`src/design/mem_bridge_pkg.sv`:
```
package mem_bridge_pkg;

  // bus and line geometry
  localparam int ADDR_W     = 32;
  localparam int DATA_W     = 32;
  localparam int LINE_WORDS = 4;
  localparam int LINE_W     = LINE_WORDS * DATA_W;
  localparam int LEN_W      = 8;

  // request type from the cache side
  typedef logic [2:0] rd_type_t;
  typedef logic [2:0] wr_type_t;

  // single uncached word, burst of one
  localparam logic [2:0] TYPE_WORD = 3'b010;
  // full cache line, LINE_WORDS beats
  localparam logic [2:0] TYPE_LINE = 3'b100;

  typedef logic [3:0] axi_id_t;
  typedef logic [3:0] strb_t;

  // instruction refills use id 0, data reads and all writes use id 1
  localparam axi_id_t ID_INST = 4'd0;
  localparam axi_id_t ID_DATA = 4'd1;

endpackage

```
`src/design/axi_bridge_top.sv`:
```
`timescale 1ns/1ns

module axi_bridge_top #(
  parameter int WBUF_DEPTH = 4,
  parameter int CNT_W      = 32
) (
  input  logic                                 aclk,
  input  logic                                 i_rst,
  // instruction read port
  input  logic                                 i_inst_rd_req,
  input  mem_bridge_pkg::rd_type_t             i_inst_rd_type,
  input  logic [mem_bridge_pkg::ADDR_W-1:0]    i_inst_rd_addr,
  output logic                                 o_inst_rd_rdy,
  output logic                                 o_inst_ret_valid,
  output logic                                 o_inst_ret_last,
  output logic [mem_bridge_pkg::DATA_W-1:0]    o_inst_ret_data,
  // data read port
  input  logic                                 i_data_rd_req,
  input  mem_bridge_pkg::rd_type_t             i_data_rd_type,
  input  logic [mem_bridge_pkg::ADDR_W-1:0]    i_data_rd_addr,
  output logic                                 o_data_rd_rdy,
  output logic                                 o_data_ret_valid,
  output logic                                 o_data_ret_last,
  output logic [mem_bridge_pkg::DATA_W-1:0]    o_data_ret_data,
  // data write port
  input  logic                                 i_data_wr_req,
  input  mem_bridge_pkg::wr_type_t             i_data_wr_type,
  input  logic [mem_bridge_pkg::ADDR_W-1:0]    i_data_wr_addr,
  input  mem_bridge_pkg::strb_t                i_data_wr_strb,
  input  logic [mem_bridge_pkg::LINE_W-1:0]    i_data_wr_data,
  output logic                                 o_data_wr_rdy,
  // AXI read address
  output mem_bridge_pkg::axi_id_t              o_arid,
  output logic [mem_bridge_pkg::ADDR_W-1:0]    o_araddr,
  output logic [mem_bridge_pkg::LEN_W-1:0]     o_arlen,
  output logic                                 o_arvalid,
  input  logic                                 i_arready,
  // AXI read data
  input  mem_bridge_pkg::axi_id_t              i_rid,
  input  logic [mem_bridge_pkg::DATA_W-1:0]    i_rdata,
  input  logic                                 i_rlast,
  input  logic                                 i_rvalid,
  // AXI write address
  output mem_bridge_pkg::axi_id_t              o_awid,
  output logic [mem_bridge_pkg::ADDR_W-1:0]    o_awaddr,
  output logic [mem_bridge_pkg::LEN_W-1:0]     o_awlen,
  output logic                                 o_awvalid,
  input  logic                                 i_awready,
  // AXI write data and response
  output logic [mem_bridge_pkg::DATA_W-1:0]    o_wdata,
  output mem_bridge_pkg::strb_t                o_wstrb,
  output logic                                 o_wlast,
  output logic                                 o_wvalid,
  input  logic                                 i_wready,
  input  logic                                 i_bvalid,
  // performance
  output logic [CNT_W-1:0]                     o_inst_reads,
  output logic [CNT_W-1:0]                     o_data_reads,
  output logic [CNT_W-1:0]                     o_data_writes
);
  import mem_bridge_pkg::*;

  logic                wbuf_empty;
  logic                wbuf_pop;
  logic                head_valid;
  wr_type_t            head_type;
  logic [ADDR_W-1:0]   head_addr;
  strb_t               head_strb;
  logic [LINE_W-1:0]   head_data;

  read_arbiter read_arbiter_inst (
    .aclk             (aclk),
    .i_rst            (i_rst),
    .i_inst_rd_req    (i_inst_rd_req),
    .i_inst_rd_type   (i_inst_rd_type),
    .i_inst_rd_addr   (i_inst_rd_addr),
    .o_inst_rd_rdy    (o_inst_rd_rdy),
    .o_inst_ret_valid (o_inst_ret_valid),
    .o_inst_ret_last  (o_inst_ret_last),
    .o_inst_ret_data  (o_inst_ret_data),
    .i_data_rd_req    (i_data_rd_req),
    .i_data_rd_type   (i_data_rd_type),
    .i_data_rd_addr   (i_data_rd_addr),
    .o_data_rd_rdy    (o_data_rd_rdy),
    .o_data_ret_valid (o_data_ret_valid),
    .o_data_ret_last  (o_data_ret_last),
    .o_data_ret_data  (o_data_ret_data),
    .i_wbuf_empty     (wbuf_empty),
    .o_arid           (o_arid),
    .o_araddr         (o_araddr),
    .o_arlen          (o_arlen),
    .o_arvalid        (o_arvalid),
    .i_arready        (i_arready),
    .i_rid            (i_rid),
    .i_rdata          (i_rdata),
    .i_rlast          (i_rlast),
    .i_rvalid         (i_rvalid)
  );

  write_buffer #(
    .WBUF_DEPTH (WBUF_DEPTH)
  ) write_buffer_inst (
    .aclk         (aclk),
    .i_rst        (i_rst),
    .i_wr_req     (i_data_wr_req),
    .i_wr_type    (i_data_wr_type),
    .i_wr_addr    (i_data_wr_addr),
    .i_wr_strb    (i_data_wr_strb),
    .i_wr_data    (i_data_wr_data),
    .o_wr_rdy     (o_data_wr_rdy),
    .o_head_valid (head_valid),
    .o_head_type  (head_type),
    .o_head_addr  (head_addr),
    .o_head_strb  (head_strb),
    .o_head_data  (head_data),
    .i_pop        (wbuf_pop),
    .o_empty      (wbuf_empty)
  );

  axi_write_engine axi_write_engine_inst (
    .aclk         (aclk),
    .i_rst        (i_rst),
    .i_head_valid (head_valid),
    .i_head_type  (head_type),
    .i_head_addr  (head_addr),
    .i_head_strb  (head_strb),
    .i_head_data  (head_data),
    .o_pop        (wbuf_pop),
    .o_awid       (o_awid),
    .o_awaddr     (o_awaddr),
    .o_awlen      (o_awlen),
    .o_awvalid    (o_awvalid),
    .i_awready    (i_awready),
    .o_wdata      (o_wdata),
    .o_wstrb      (o_wstrb),
    .o_wlast      (o_wlast),
    .o_wvalid     (o_wvalid),
    .i_wready     (i_wready),
    .i_bvalid     (i_bvalid)
  );

  perf_counter #(
    .CNT_W (CNT_W)
  ) perf_counter_inst (
    .aclk            (aclk),
    .i_rst           (i_rst),
    .i_inst_rd_req   (i_inst_rd_req),
    .i_inst_rd_rdy   (o_inst_rd_rdy),
    .i_data_rd_req   (i_data_rd_req),
    .i_data_rd_rdy   (o_data_rd_rdy),
    .i_data_wr_req   (i_data_wr_req),
    .i_data_wr_rdy   (o_data_wr_rdy),
    .o_inst_reads    (o_inst_reads),
    .o_data_reads    (o_data_reads),
    .o_data_writes   (o_data_writes)
  );

endmodule

```
`src/design/axi_write_engine.sv`:
```
`timescale 1ns/1ns

module axi_write_engine (
  input  logic                                 aclk,
  input  logic                                 i_rst,
  // buffer head
  input  logic                                 i_head_valid,
  input  mem_bridge_pkg::wr_type_t             i_head_type,
  input  logic [mem_bridge_pkg::ADDR_W-1:0]    i_head_addr,
  input  mem_bridge_pkg::strb_t                i_head_strb,
  input  logic [mem_bridge_pkg::LINE_W-1:0]    i_head_data,
  output logic                                 o_pop,
  // AW channel
  output mem_bridge_pkg::axi_id_t              o_awid,
  output logic [mem_bridge_pkg::ADDR_W-1:0]    o_awaddr,
  output logic [mem_bridge_pkg::LEN_W-1:0]     o_awlen,
  output logic                                 o_awvalid,
  input  logic                                 i_awready,
  // W channel
  output logic [mem_bridge_pkg::DATA_W-1:0]    o_wdata,
  output mem_bridge_pkg::strb_t                o_wstrb,
  output logic                                 o_wlast,
  output logic                                 o_wvalid,
  input  logic                                 i_wready,
  // B channel
  input  logic                                 i_bvalid
);
  import mem_bridge_pkg::*;

  localparam int BEAT_W = (LINE_WORDS > 1) ? $clog2(LINE_WORDS) : 1;

  typedef enum logic [1:0] {
    ST_IDLE,
    ST_ADDR,
    ST_DATA,
    ST_RESP
  } state_t;

  state_t            state;
  logic [BEAT_W-1:0] beat;
  logic [BEAT_W-1:0] last_beat;
  logic              is_line;

  assign is_line   = (i_head_type == TYPE_LINE);
  assign last_beat = is_line ? BEAT_W'(LINE_WORDS - 1) : '0;

  // head entry stays put until its B response pops it
  assign o_awvalid = (state == ST_ADDR);
  assign o_awid    = ID_DATA;
  assign o_awaddr  = i_head_addr;
  assign o_awlen   = is_line ? LEN_W'(LINE_WORDS - 1) : '0;

  assign o_wvalid  = (state == ST_DATA);
  assign o_wdata   = i_head_data[beat*DATA_W +: DATA_W];
  assign o_wstrb   = is_line ? '1 : i_head_strb;
  assign o_wlast   = (beat == last_beat);

  assign o_pop     = (state == ST_RESP) && i_bvalid;

  always_ff @(posedge aclk) begin
    if (i_rst) begin
      state <= ST_IDLE;
      beat  <= '0;
    end else begin
      case (state)
        ST_IDLE: begin
          beat <= '0;
          if (i_head_valid) begin
            state <= ST_ADDR;
          end
        end
        ST_ADDR: begin
          if (i_awready) begin
            state <= ST_DATA;
          end
        end
        ST_DATA: begin
          if (i_wready) begin
            if (o_wlast) begin
              state <= ST_RESP;
            end else begin
              beat <= beat + 1'b1;
            end
          end
        end
        ST_RESP: begin
          if (i_bvalid) begin
            state <= ST_IDLE;
          end
        end
        default: begin
          state <= ST_IDLE;
        end
      endcase
    end
  end

endmodule

```
`src/design/perf_counter.sv`:
```
`timescale 1ns/1ns

module perf_counter #(
  parameter int CNT_W = 32
) (
  input  logic             aclk,
  input  logic             i_rst,
  input  logic             i_inst_rd_req,
  input  logic             i_inst_rd_rdy,
  input  logic             i_data_rd_req,
  input  logic             i_data_rd_rdy,
  input  logic             i_data_wr_req,
  input  logic             i_data_wr_rdy,
  output logic [CNT_W-1:0] o_inst_reads,
  output logic [CNT_W-1:0] o_data_reads,
  output logic [CNT_W-1:0] o_data_writes
);

  // one count per accepted request
  always_ff @(posedge aclk) begin
    if (i_rst) begin
      o_inst_reads  <= '0;
      o_data_reads  <= '0;
      o_data_writes <= '0;
    end else begin
      if (i_inst_rd_req && i_inst_rd_rdy) begin
        o_inst_reads <= o_inst_reads + 1'b1;
      end
      if (i_data_rd_req && i_data_rd_rdy) begin
        o_data_reads <= o_data_reads + 1'b1;
      end
      if (i_data_wr_req && i_data_wr_rdy) begin
        o_data_writes <= o_data_writes + 1'b1;
      end
    end
  end

endmodule

```
`src/design/read_arbiter.sv`:
```
`timescale 1ns/1ns

module read_arbiter (
  input  logic                                 aclk,
  input  logic                                 i_rst,
  // instruction side
  input  logic                                 i_inst_rd_req,
  input  mem_bridge_pkg::rd_type_t             i_inst_rd_type,
  input  logic [mem_bridge_pkg::ADDR_W-1:0]    i_inst_rd_addr,
  output logic                                 o_inst_rd_rdy,
  output logic                                 o_inst_ret_valid,
  output logic                                 o_inst_ret_last,
  output logic [mem_bridge_pkg::DATA_W-1:0]    o_inst_ret_data,
  // data side
  input  logic                                 i_data_rd_req,
  input  mem_bridge_pkg::rd_type_t             i_data_rd_type,
  input  logic [mem_bridge_pkg::ADDR_W-1:0]    i_data_rd_addr,
  output logic                                 o_data_rd_rdy,
  output logic                                 o_data_ret_valid,
  output logic                                 o_data_ret_last,
  output logic [mem_bridge_pkg::DATA_W-1:0]    o_data_ret_data,
  input  logic                                 i_wbuf_empty,
  // AR channel
  output mem_bridge_pkg::axi_id_t              o_arid,
  output logic [mem_bridge_pkg::ADDR_W-1:0]    o_araddr,
  output logic [mem_bridge_pkg::LEN_W-1:0]     o_arlen,
  output logic                                 o_arvalid,
  input  logic                                 i_arready,
  // R channel
  input  mem_bridge_pkg::axi_id_t              i_rid,
  input  logic [mem_bridge_pkg::DATA_W-1:0]    i_rdata,
  input  logic                                 i_rlast,
  input  logic                                 i_rvalid
);
  import mem_bridge_pkg::*;

  logic inst_busy;
  logic data_busy;
  logic inst_elig;
  logic data_elig;
  logic ar_fire;

  function automatic logic [LEN_W-1:0] burst_len(input rd_type_t rd_type);
    logic [LEN_W-1:0] len;
    len = (rd_type == TYPE_LINE) ? LEN_W'(LINE_WORDS - 1) : '0;
    return len;
  endfunction

  // uncached words wait for the write buffer to drain
  assign inst_elig = i_inst_rd_req && !inst_busy &&
                     (i_inst_rd_type != TYPE_WORD || i_wbuf_empty);
  assign data_elig = i_data_rd_req && !data_busy &&
                     (i_data_rd_type != TYPE_WORD || i_wbuf_empty);

  assign ar_fire       = o_arvalid && i_arready;
  assign o_inst_rd_rdy = ar_fire && (o_arid == ID_INST);
  assign o_data_rd_rdy = ar_fire && (o_arid == ID_DATA);

  always_ff @(posedge aclk) begin
    if (i_rst) begin
      o_arvalid <= 1'b0;
    end else if (!o_arvalid) begin
      o_arvalid <= data_elig || inst_elig;
    end else if (i_arready) begin
      o_arvalid <= 1'b0;
    end
  end

  // address fields, data port first
  always_ff @(posedge aclk) begin
    if (!o_arvalid) begin
      if (data_elig) begin
        o_arid   <= ID_DATA;
        o_araddr <= i_data_rd_addr;
        o_arlen  <= burst_len(i_data_rd_type);
      end else begin
        o_arid   <= ID_INST;
        o_araddr <= i_inst_rd_addr;
        o_arlen  <= burst_len(i_inst_rd_type);
      end
    end
  end

  // one outstanding read per id, released by rlast
  always_ff @(posedge aclk) begin
    if (i_rst) begin
      inst_busy <= 1'b0;
      data_busy <= 1'b0;
    end else begin
      if (o_inst_rd_rdy) begin
        inst_busy <= 1'b1;
      end else if (o_inst_ret_valid && i_rlast) begin
        inst_busy <= 1'b0;
      end
      if (o_data_rd_rdy) begin
        data_busy <= 1'b1;
      end else if (o_data_ret_valid && i_rlast) begin
        data_busy <= 1'b0;
      end
    end
  end

  assign o_inst_ret_valid = i_rvalid && (i_rid == ID_INST);
  assign o_inst_ret_last  = i_rlast;
  assign o_inst_ret_data  = i_rdata;
  assign o_data_ret_valid = i_rvalid && (i_rid == ID_DATA);
  assign o_data_ret_last  = i_rlast;
  assign o_data_ret_data  = i_rdata;

endmodule

```
`src/design/write_buffer.sv`:
```
`timescale 1ns/1ns

module write_buffer #(
  parameter int WBUF_DEPTH = 4
) (
  input  logic                                 aclk,
  input  logic                                 i_rst,
  input  logic                                 i_wr_req,
  input  mem_bridge_pkg::wr_type_t             i_wr_type,
  input  logic [mem_bridge_pkg::ADDR_W-1:0]    i_wr_addr,
  input  mem_bridge_pkg::strb_t                i_wr_strb,
  input  logic [mem_bridge_pkg::LINE_W-1:0]    i_wr_data,
  output logic                                 o_wr_rdy,
  output logic                                 o_head_valid,
  output mem_bridge_pkg::wr_type_t             o_head_type,
  output logic [mem_bridge_pkg::ADDR_W-1:0]    o_head_addr,
  output mem_bridge_pkg::strb_t                o_head_strb,
  output logic [mem_bridge_pkg::LINE_W-1:0]    o_head_data,
  input  logic                                 i_pop,
  output logic                                 o_empty
);
  import mem_bridge_pkg::*;

  localparam int PTR_W = (WBUF_DEPTH > 1) ? $clog2(WBUF_DEPTH) : 1;
  localparam int CNT_W = $clog2(WBUF_DEPTH + 1);

  wr_type_t          type_mem [WBUF_DEPTH];
  logic [ADDR_W-1:0] addr_mem [WBUF_DEPTH];
  strb_t             strb_mem [WBUF_DEPTH];
  logic [LINE_W-1:0] data_mem [WBUF_DEPTH];

  logic [PTR_W-1:0]  wr_ptr;
  logic [PTR_W-1:0]  rd_ptr;
  logic [CNT_W-1:0]  count;
  logic              push;
  logic              pop;

  assign o_wr_rdy     = (count != CNT_W'(WBUF_DEPTH));
  assign o_head_valid = (count != '0);
  assign push         = i_wr_req && o_wr_rdy;
  assign pop          = i_pop && o_head_valid;

  // a write arriving this cycle already blocks uncached reads
  assign o_empty = (count == '0) && !i_wr_req;

  always_ff @(posedge aclk) begin
    if (i_rst) begin
      wr_ptr <= '0;
      rd_ptr <= '0;
      count  <= '0;
    end else begin
      if (push) begin
        wr_ptr <= (wr_ptr == PTR_W'(WBUF_DEPTH - 1)) ? '0 : wr_ptr + 1'b1;
      end
      if (pop) begin
        rd_ptr <= (rd_ptr == PTR_W'(WBUF_DEPTH - 1)) ? '0 : rd_ptr + 1'b1;
      end
      if (push && !pop) begin
        count <= count + 1'b1;
      end else if (pop && !push) begin
        count <= count - 1'b1;
      end
    end
  end

  always_ff @(posedge aclk) begin
    if (push) begin
      type_mem[wr_ptr] <= i_wr_type;
      addr_mem[wr_ptr] <= i_wr_addr;
      strb_mem[wr_ptr] <= i_wr_strb;
      data_mem[wr_ptr] <= i_wr_data;
    end
  end

  assign o_head_type = type_mem[rd_ptr];
  assign o_head_addr = addr_mem[rd_ptr];
  assign o_head_strb = strb_mem[rd_ptr];
  assign o_head_data = data_mem[rd_ptr];

endmodule

```
`config.mk`:
```
export PLATFORM = sky130hd
export DESIGN_NAME = axi_bridge_top
export DESIGN_NICKNAME = d
export VERILOG_FILES = /design/src/design/mem_bridge_pkg.sv /design/src/design/axi_bridge_top.sv /design/src/design/axi_write_engine.sv /design/src/design/perf_counter.sv /design/src/design/read_arbiter.sv /design/src/design/write_buffer.sv
export SDC_FILE = /design/constraint.sdc
export NUM_CORES = 1
export LEC_CHECK = 0
export ABC_AREA = 1
export ABC_CLOCK_PERIOD_IN_PS = 12300
export BUFFER_PORTS_ARGS = -buffer_cell sky130_fd_sc_hd__clkbuf_2
export CAP_MARGIN = 20
export CORE_ASPECT_RATIO = 0.5
export CORE_MARGIN = 1.5
export CORE_UTILIZATION = 50
export DETAILED_ROUTE_END_ITERATION = 16
export GPL_ROUTABILITY_DRIVEN = 0
export GPL_TIMING_DRIVEN = 0
export PLACE_DENSITY_LB_ADDON = 0.2
export REMOVE_ABC_BUFFERS = 1
export SETUP_SLACK_MARGIN = 0.02
export SLEW_MARGIN = 10
export SYNTH_ARGS = -nofsm -noshare
export SYNTH_HDL_FRONTEND = slang
export SYNTH_SLANG_ARGS = --single-unit
```
`constraint.sdc`:
```
create_clock -name aclk -period 12.3 [get_ports aclk]
set_clock_uncertainty 0.15 [all_clocks]
set_input_delay 2.46 -clock aclk [delete_from_list [all_inputs] [get_ports aclk]]
set_output_delay 2.46 -clock aclk [all_outputs]
set_load 0.02 [all_outputs]
```
==> flow_summary_export.csv <==
group,metric,value,unit
run_status,status,"finished, final reports clean",
clock_tree,insertion_delay,0.64,ns
final_layout,fin_area,39400,µm²
setup_path,critPathMaxFanout,146,
timing,period_share,55.3,%
worst_hold_path,min_path_type,"reg -> reg",
final_layout,seq_area,23300,µm²
detailed_routing,via_per_inst,5.38,
setup_path,crit_chain,"buf_16 -> buf_16 -> buf_16 -> inv_8 -> buf_16 -> buf_16 -> nand3_1 -> nand3_1 -> nand2_2 -> nand2_1 -> nand2_1 -> clkbuf_2",
synthesis,synth.distinct_cells,44,
synthesis,async_flop_share,0,%
setup_path,critical_path.top_delay_family,"buffers and inverters",
global_routing,grt_pass1_wl,127000,µm
synthesis,synth_top_family_by_area,"simple AND/OR/NAND/NOR gates",
pwr,power.share.sequential,51.5,%
setup_path,required,9.69,ns
clock_tree,cts.htree.levels,3,
detailed_routing,final_antenna_net_count,0,
placed_design,dpl.cell_count,4246,
floorplanning,dieHeight,187,µm
global_routing,grt_overflow,0,
synthesis,avgSynthCellArea,11.1,µm²
floorplanning,core_area,67000,µm²
timing,worst_slew_pin_slew,0.894,ns
timing,period_minus_slack,6.80,ns
setup_path,r2r_end,"axi_write_engine_inst.state[1]",
pwr,p_comb_share,14.7,%
pwr,p_switching,0.00166,W
synthesis,yosys.area_share.xor_xnor,0.259,%
setup_path,path_class,"reg -> out",
timing,setup_viol,0,
global_routing,use_met1,29.0,%
clock_tree,ctsHoldBuffers,0,
pwr,finalPower,0.00630,W
setup_path,ff2ff_setup_slack,8.34,ns
setup_path,critPathMaxStageDelay,0.62,ns
synthesis,synth_seq_cells,814,
pwr,p_int,0.00464,W
final_layout,layout_common_cells,"edfxtp_1, nand2_1, nor2_1, clkbuf_2, o21ai_0",
detailed_routing,post-route-drc-count,0,
floorplanning,rows,67,
synthesis,synth_area,33800,µm²
timing,final-hold-violation-count,0,
global_routing,use_met2,41.1,%
placed_design,port_buffers,463,
clock_tree,post-cts-setup-buffers,0,
pwr,power.density,160,nW/µm²
final_layout,final_cell_count_no_fill,4381,
clock_tree,post_cts_resize_count,0,
timing,fmax,147,MHz
worst_hold_path,holdPathStages,2,
clock_tree,clock_path_buffers,3,
final_layout,nets,3724,
global_routing,grt_max_degree,147,
clock_tree,clk_pin_slew,0.06,ns
setup_path,cp.arrival,4.19,ns
synthesis,synth-main-ff-cell,"edfxtp_1",
floorplanning,die_area,69400,µm²
worst_hold_path,hold_start,"read_arbiter_inst.data_busy",
timing,timing.slew.headroom,40.3,%
placed_design,place_area,37200,µm²
pwr,peakVddDrop,0.0000998,V
pwr,leakage,14.3,nW
detailed_routing,dr.pass1.iters,5,
clock_tree,cts_buffers,74,
timing,final-max-slew-violation-count,0,
setup_path,rr_worst_depth,15,
setup_path,end_kind,"output port",
global_routing,antenna_found_initial,7,
final_layout,final_layout_size_suffix_gt1_share,18.7,%
worst_hold_path,holdPathEnd,"read_arbiter_inst.data_busy",
global_routing,grt_pass1_vias,22400,
synthesis,synthSimpleGateAreaFrac,15.3,%
timing,rsz0062_at_grt,"false",
synthesis,netlist_instances,3058,
final_layout,final_common_cell,"edfxtp_1",
detailed_routing,drt_iter0_markers,1638,
floorplanning,dieWidth,371,µm
floorplanning,ioPinCount,579,
synthesis,synth_mux_area_share,0,%
detailed_routing,num_vias,23600,
clock_tree,cts.sinks,814,
setup_path,worst-path-buf-inv,7,
placed_design,place.detailed.hpwl,53600,µm
synthesis,ys.warnings.count,0,
clock_tree,cts_tree,"yes",
setup_path,crit_slowest_cell,"dfxtp_4",
setup_path,cpMostUsedCell,"buf_16",
final_layout,multi_input_comb_area,8950,µm²
job,cap_viol_max_count,0,
final_layout,post-route-util,58.8,%
detailed_routing,drt-total-wl,83700,µm
detailed_routing,wl_per_cell,19.1,µm
global_routing,use_met3,6.54,%
final_layout,area_growth_syn_to_layout,16.3,%
synthesis,synth_edf_count,702,
global_routing,track_usage,23.7,%
clock_tree,cts_root_buf,"clkbuf_16",
synthesis,synth-compound-area-share,9.95,%
pwr,switching_share,26.3,%
final_layout,fillCellCount,5525,
synthesis,synthAdderAreaFrac,0.540,%
pwr,clock_power_share,33.8,%
synthesis,yosysSeqAreaShare,68.9,%
setup_path,crit_path_start_kind,"register",
global_routing,busiest_layer,"met2",
floorplanning,initial_core_util,50.5,%
metal layers:
| layer | routed length [µm] | vias to the layer above |
|---|---|---|
| met5 | 44 | - |
| met4 | 1970 | 2 |
| li1 | - | 11400 |
| met2 | 42000 | 749 |
| met3 | 5600 | 124 |
| met1 | 34100 | 11300 |
cells by family after synthesis:
group | Yosys count
other cells | 2
flops | 814
fa+ha+maj | 14
xor+xnor | 10
simple gates | 1248
buf+inv | 347
compound gates | 623
worst max path at each step:
stage | to | from | cells past startpoint | slack, ns
final | o_wlast | register | 12 | 5.50
after floorplan | o_wlast | register | 6 | -1.16
after detailed placement | o_wlast | register | 12 | 6.20
after global placement | o_wlast | register | 7 | -12.89
after CTS | o_wlast | register | 12 | 5.49
after global routing | o_wlast | register | 12 | 5.23
cell usage after synthesis, types with 6 or more instances:
cell | instances | share of area [%]
o22ai_1 | 161 | 3.0
o21ai_0 | 367 | 5.4
a21oi_1 | 76 | 1.1
nand3b_1 | 20 | 0.44
dfxtp_1 | 112 | 6.6
nor2_4 | 6 | 0.20
clkbuf_1 | 108 | 1.2
nand3_1 | 43 | 0.64
inv_1 | 108 | 1.2
nand2_1 | 556 | 6.2
buf_2 | 32 | 0.47
buf_4 | 90 | 2.0
nor2_2 | 9 | 0.17
nand2_2 | 8 | 0.15
xor2_1 | 7 | 0.18
edfxtp_1 | 702 | 62
nor2_1 | 511 | 5.7
nand4_1 | 41 | 0.76
and3_1 | 7 | 0.13
nor3_1 | 29 | 0.43
ha_1 | 13 | 0.48
layout make-up:
type,count,area share [%]
diodes,7,0.0445
clock buffers,97,5.03
clock inverters,30,0.448
inverters,114,1.13
multi-input cells,1914,22.7
flip-flops and latches,814,59.2
well taps,897,2.85
repair buffers,508,8.54
sequential cells by signal (all words and copies together), names as in the netlist, 3 cells and up, named ones only:
register	count
write_buffer_inst.addr_mem	128
write_buffer_inst.strb_mem	16
read_arbiter_inst.o_araddr	32
write_buffer_inst.type_mem	12
write_buffer_inst.count	3
write_buffer_inst.data_mem	512
perf_counter_inst.o_inst_reads	32
perf_counter_inst.o_data_reads	32
perf_counter_inst.o_data_writes	32
power groups by stage:
stage               Clock, W  Sequential [W]  Combinational (W)
finish               0.00213         0.00324           0.000927
global route         0.00229         0.00325            0.00101
CTS                  0.00218         0.00324           0.000938
detailed placement         0         0.00330           0.000935
global placement           0         0.00341           0.000841
floorplan                  0         0.00337           0.000474
metrics by stage:
stage | hold slack, ns | setup WS (ns) | TNS, ns
3_5_place_dp | 0.311 | 6.20 | 0
4_1_cts | 0.319 | 5.49 | 0
3_3_place_gp | 0.302 | -12.89 | -3888.21
5_1_grt | 0.335 | 5.23 | 0
6_report | 0.321 | 5.50 | 0
2_1_floorplan | 0.283 | -1.16 | -66.38
worst reg2reg max path: cells and delay by family, from the launching register on:
| family | cells | cell delay (ns) |
|---|---|---|
| buffers and inverters | 6 | 2.16 |
| AND/OR/NAND/NOR | 9 | 1.08 |
| flip-flops | 1 | 0.48 |
(Power assumes the default switching activity.)
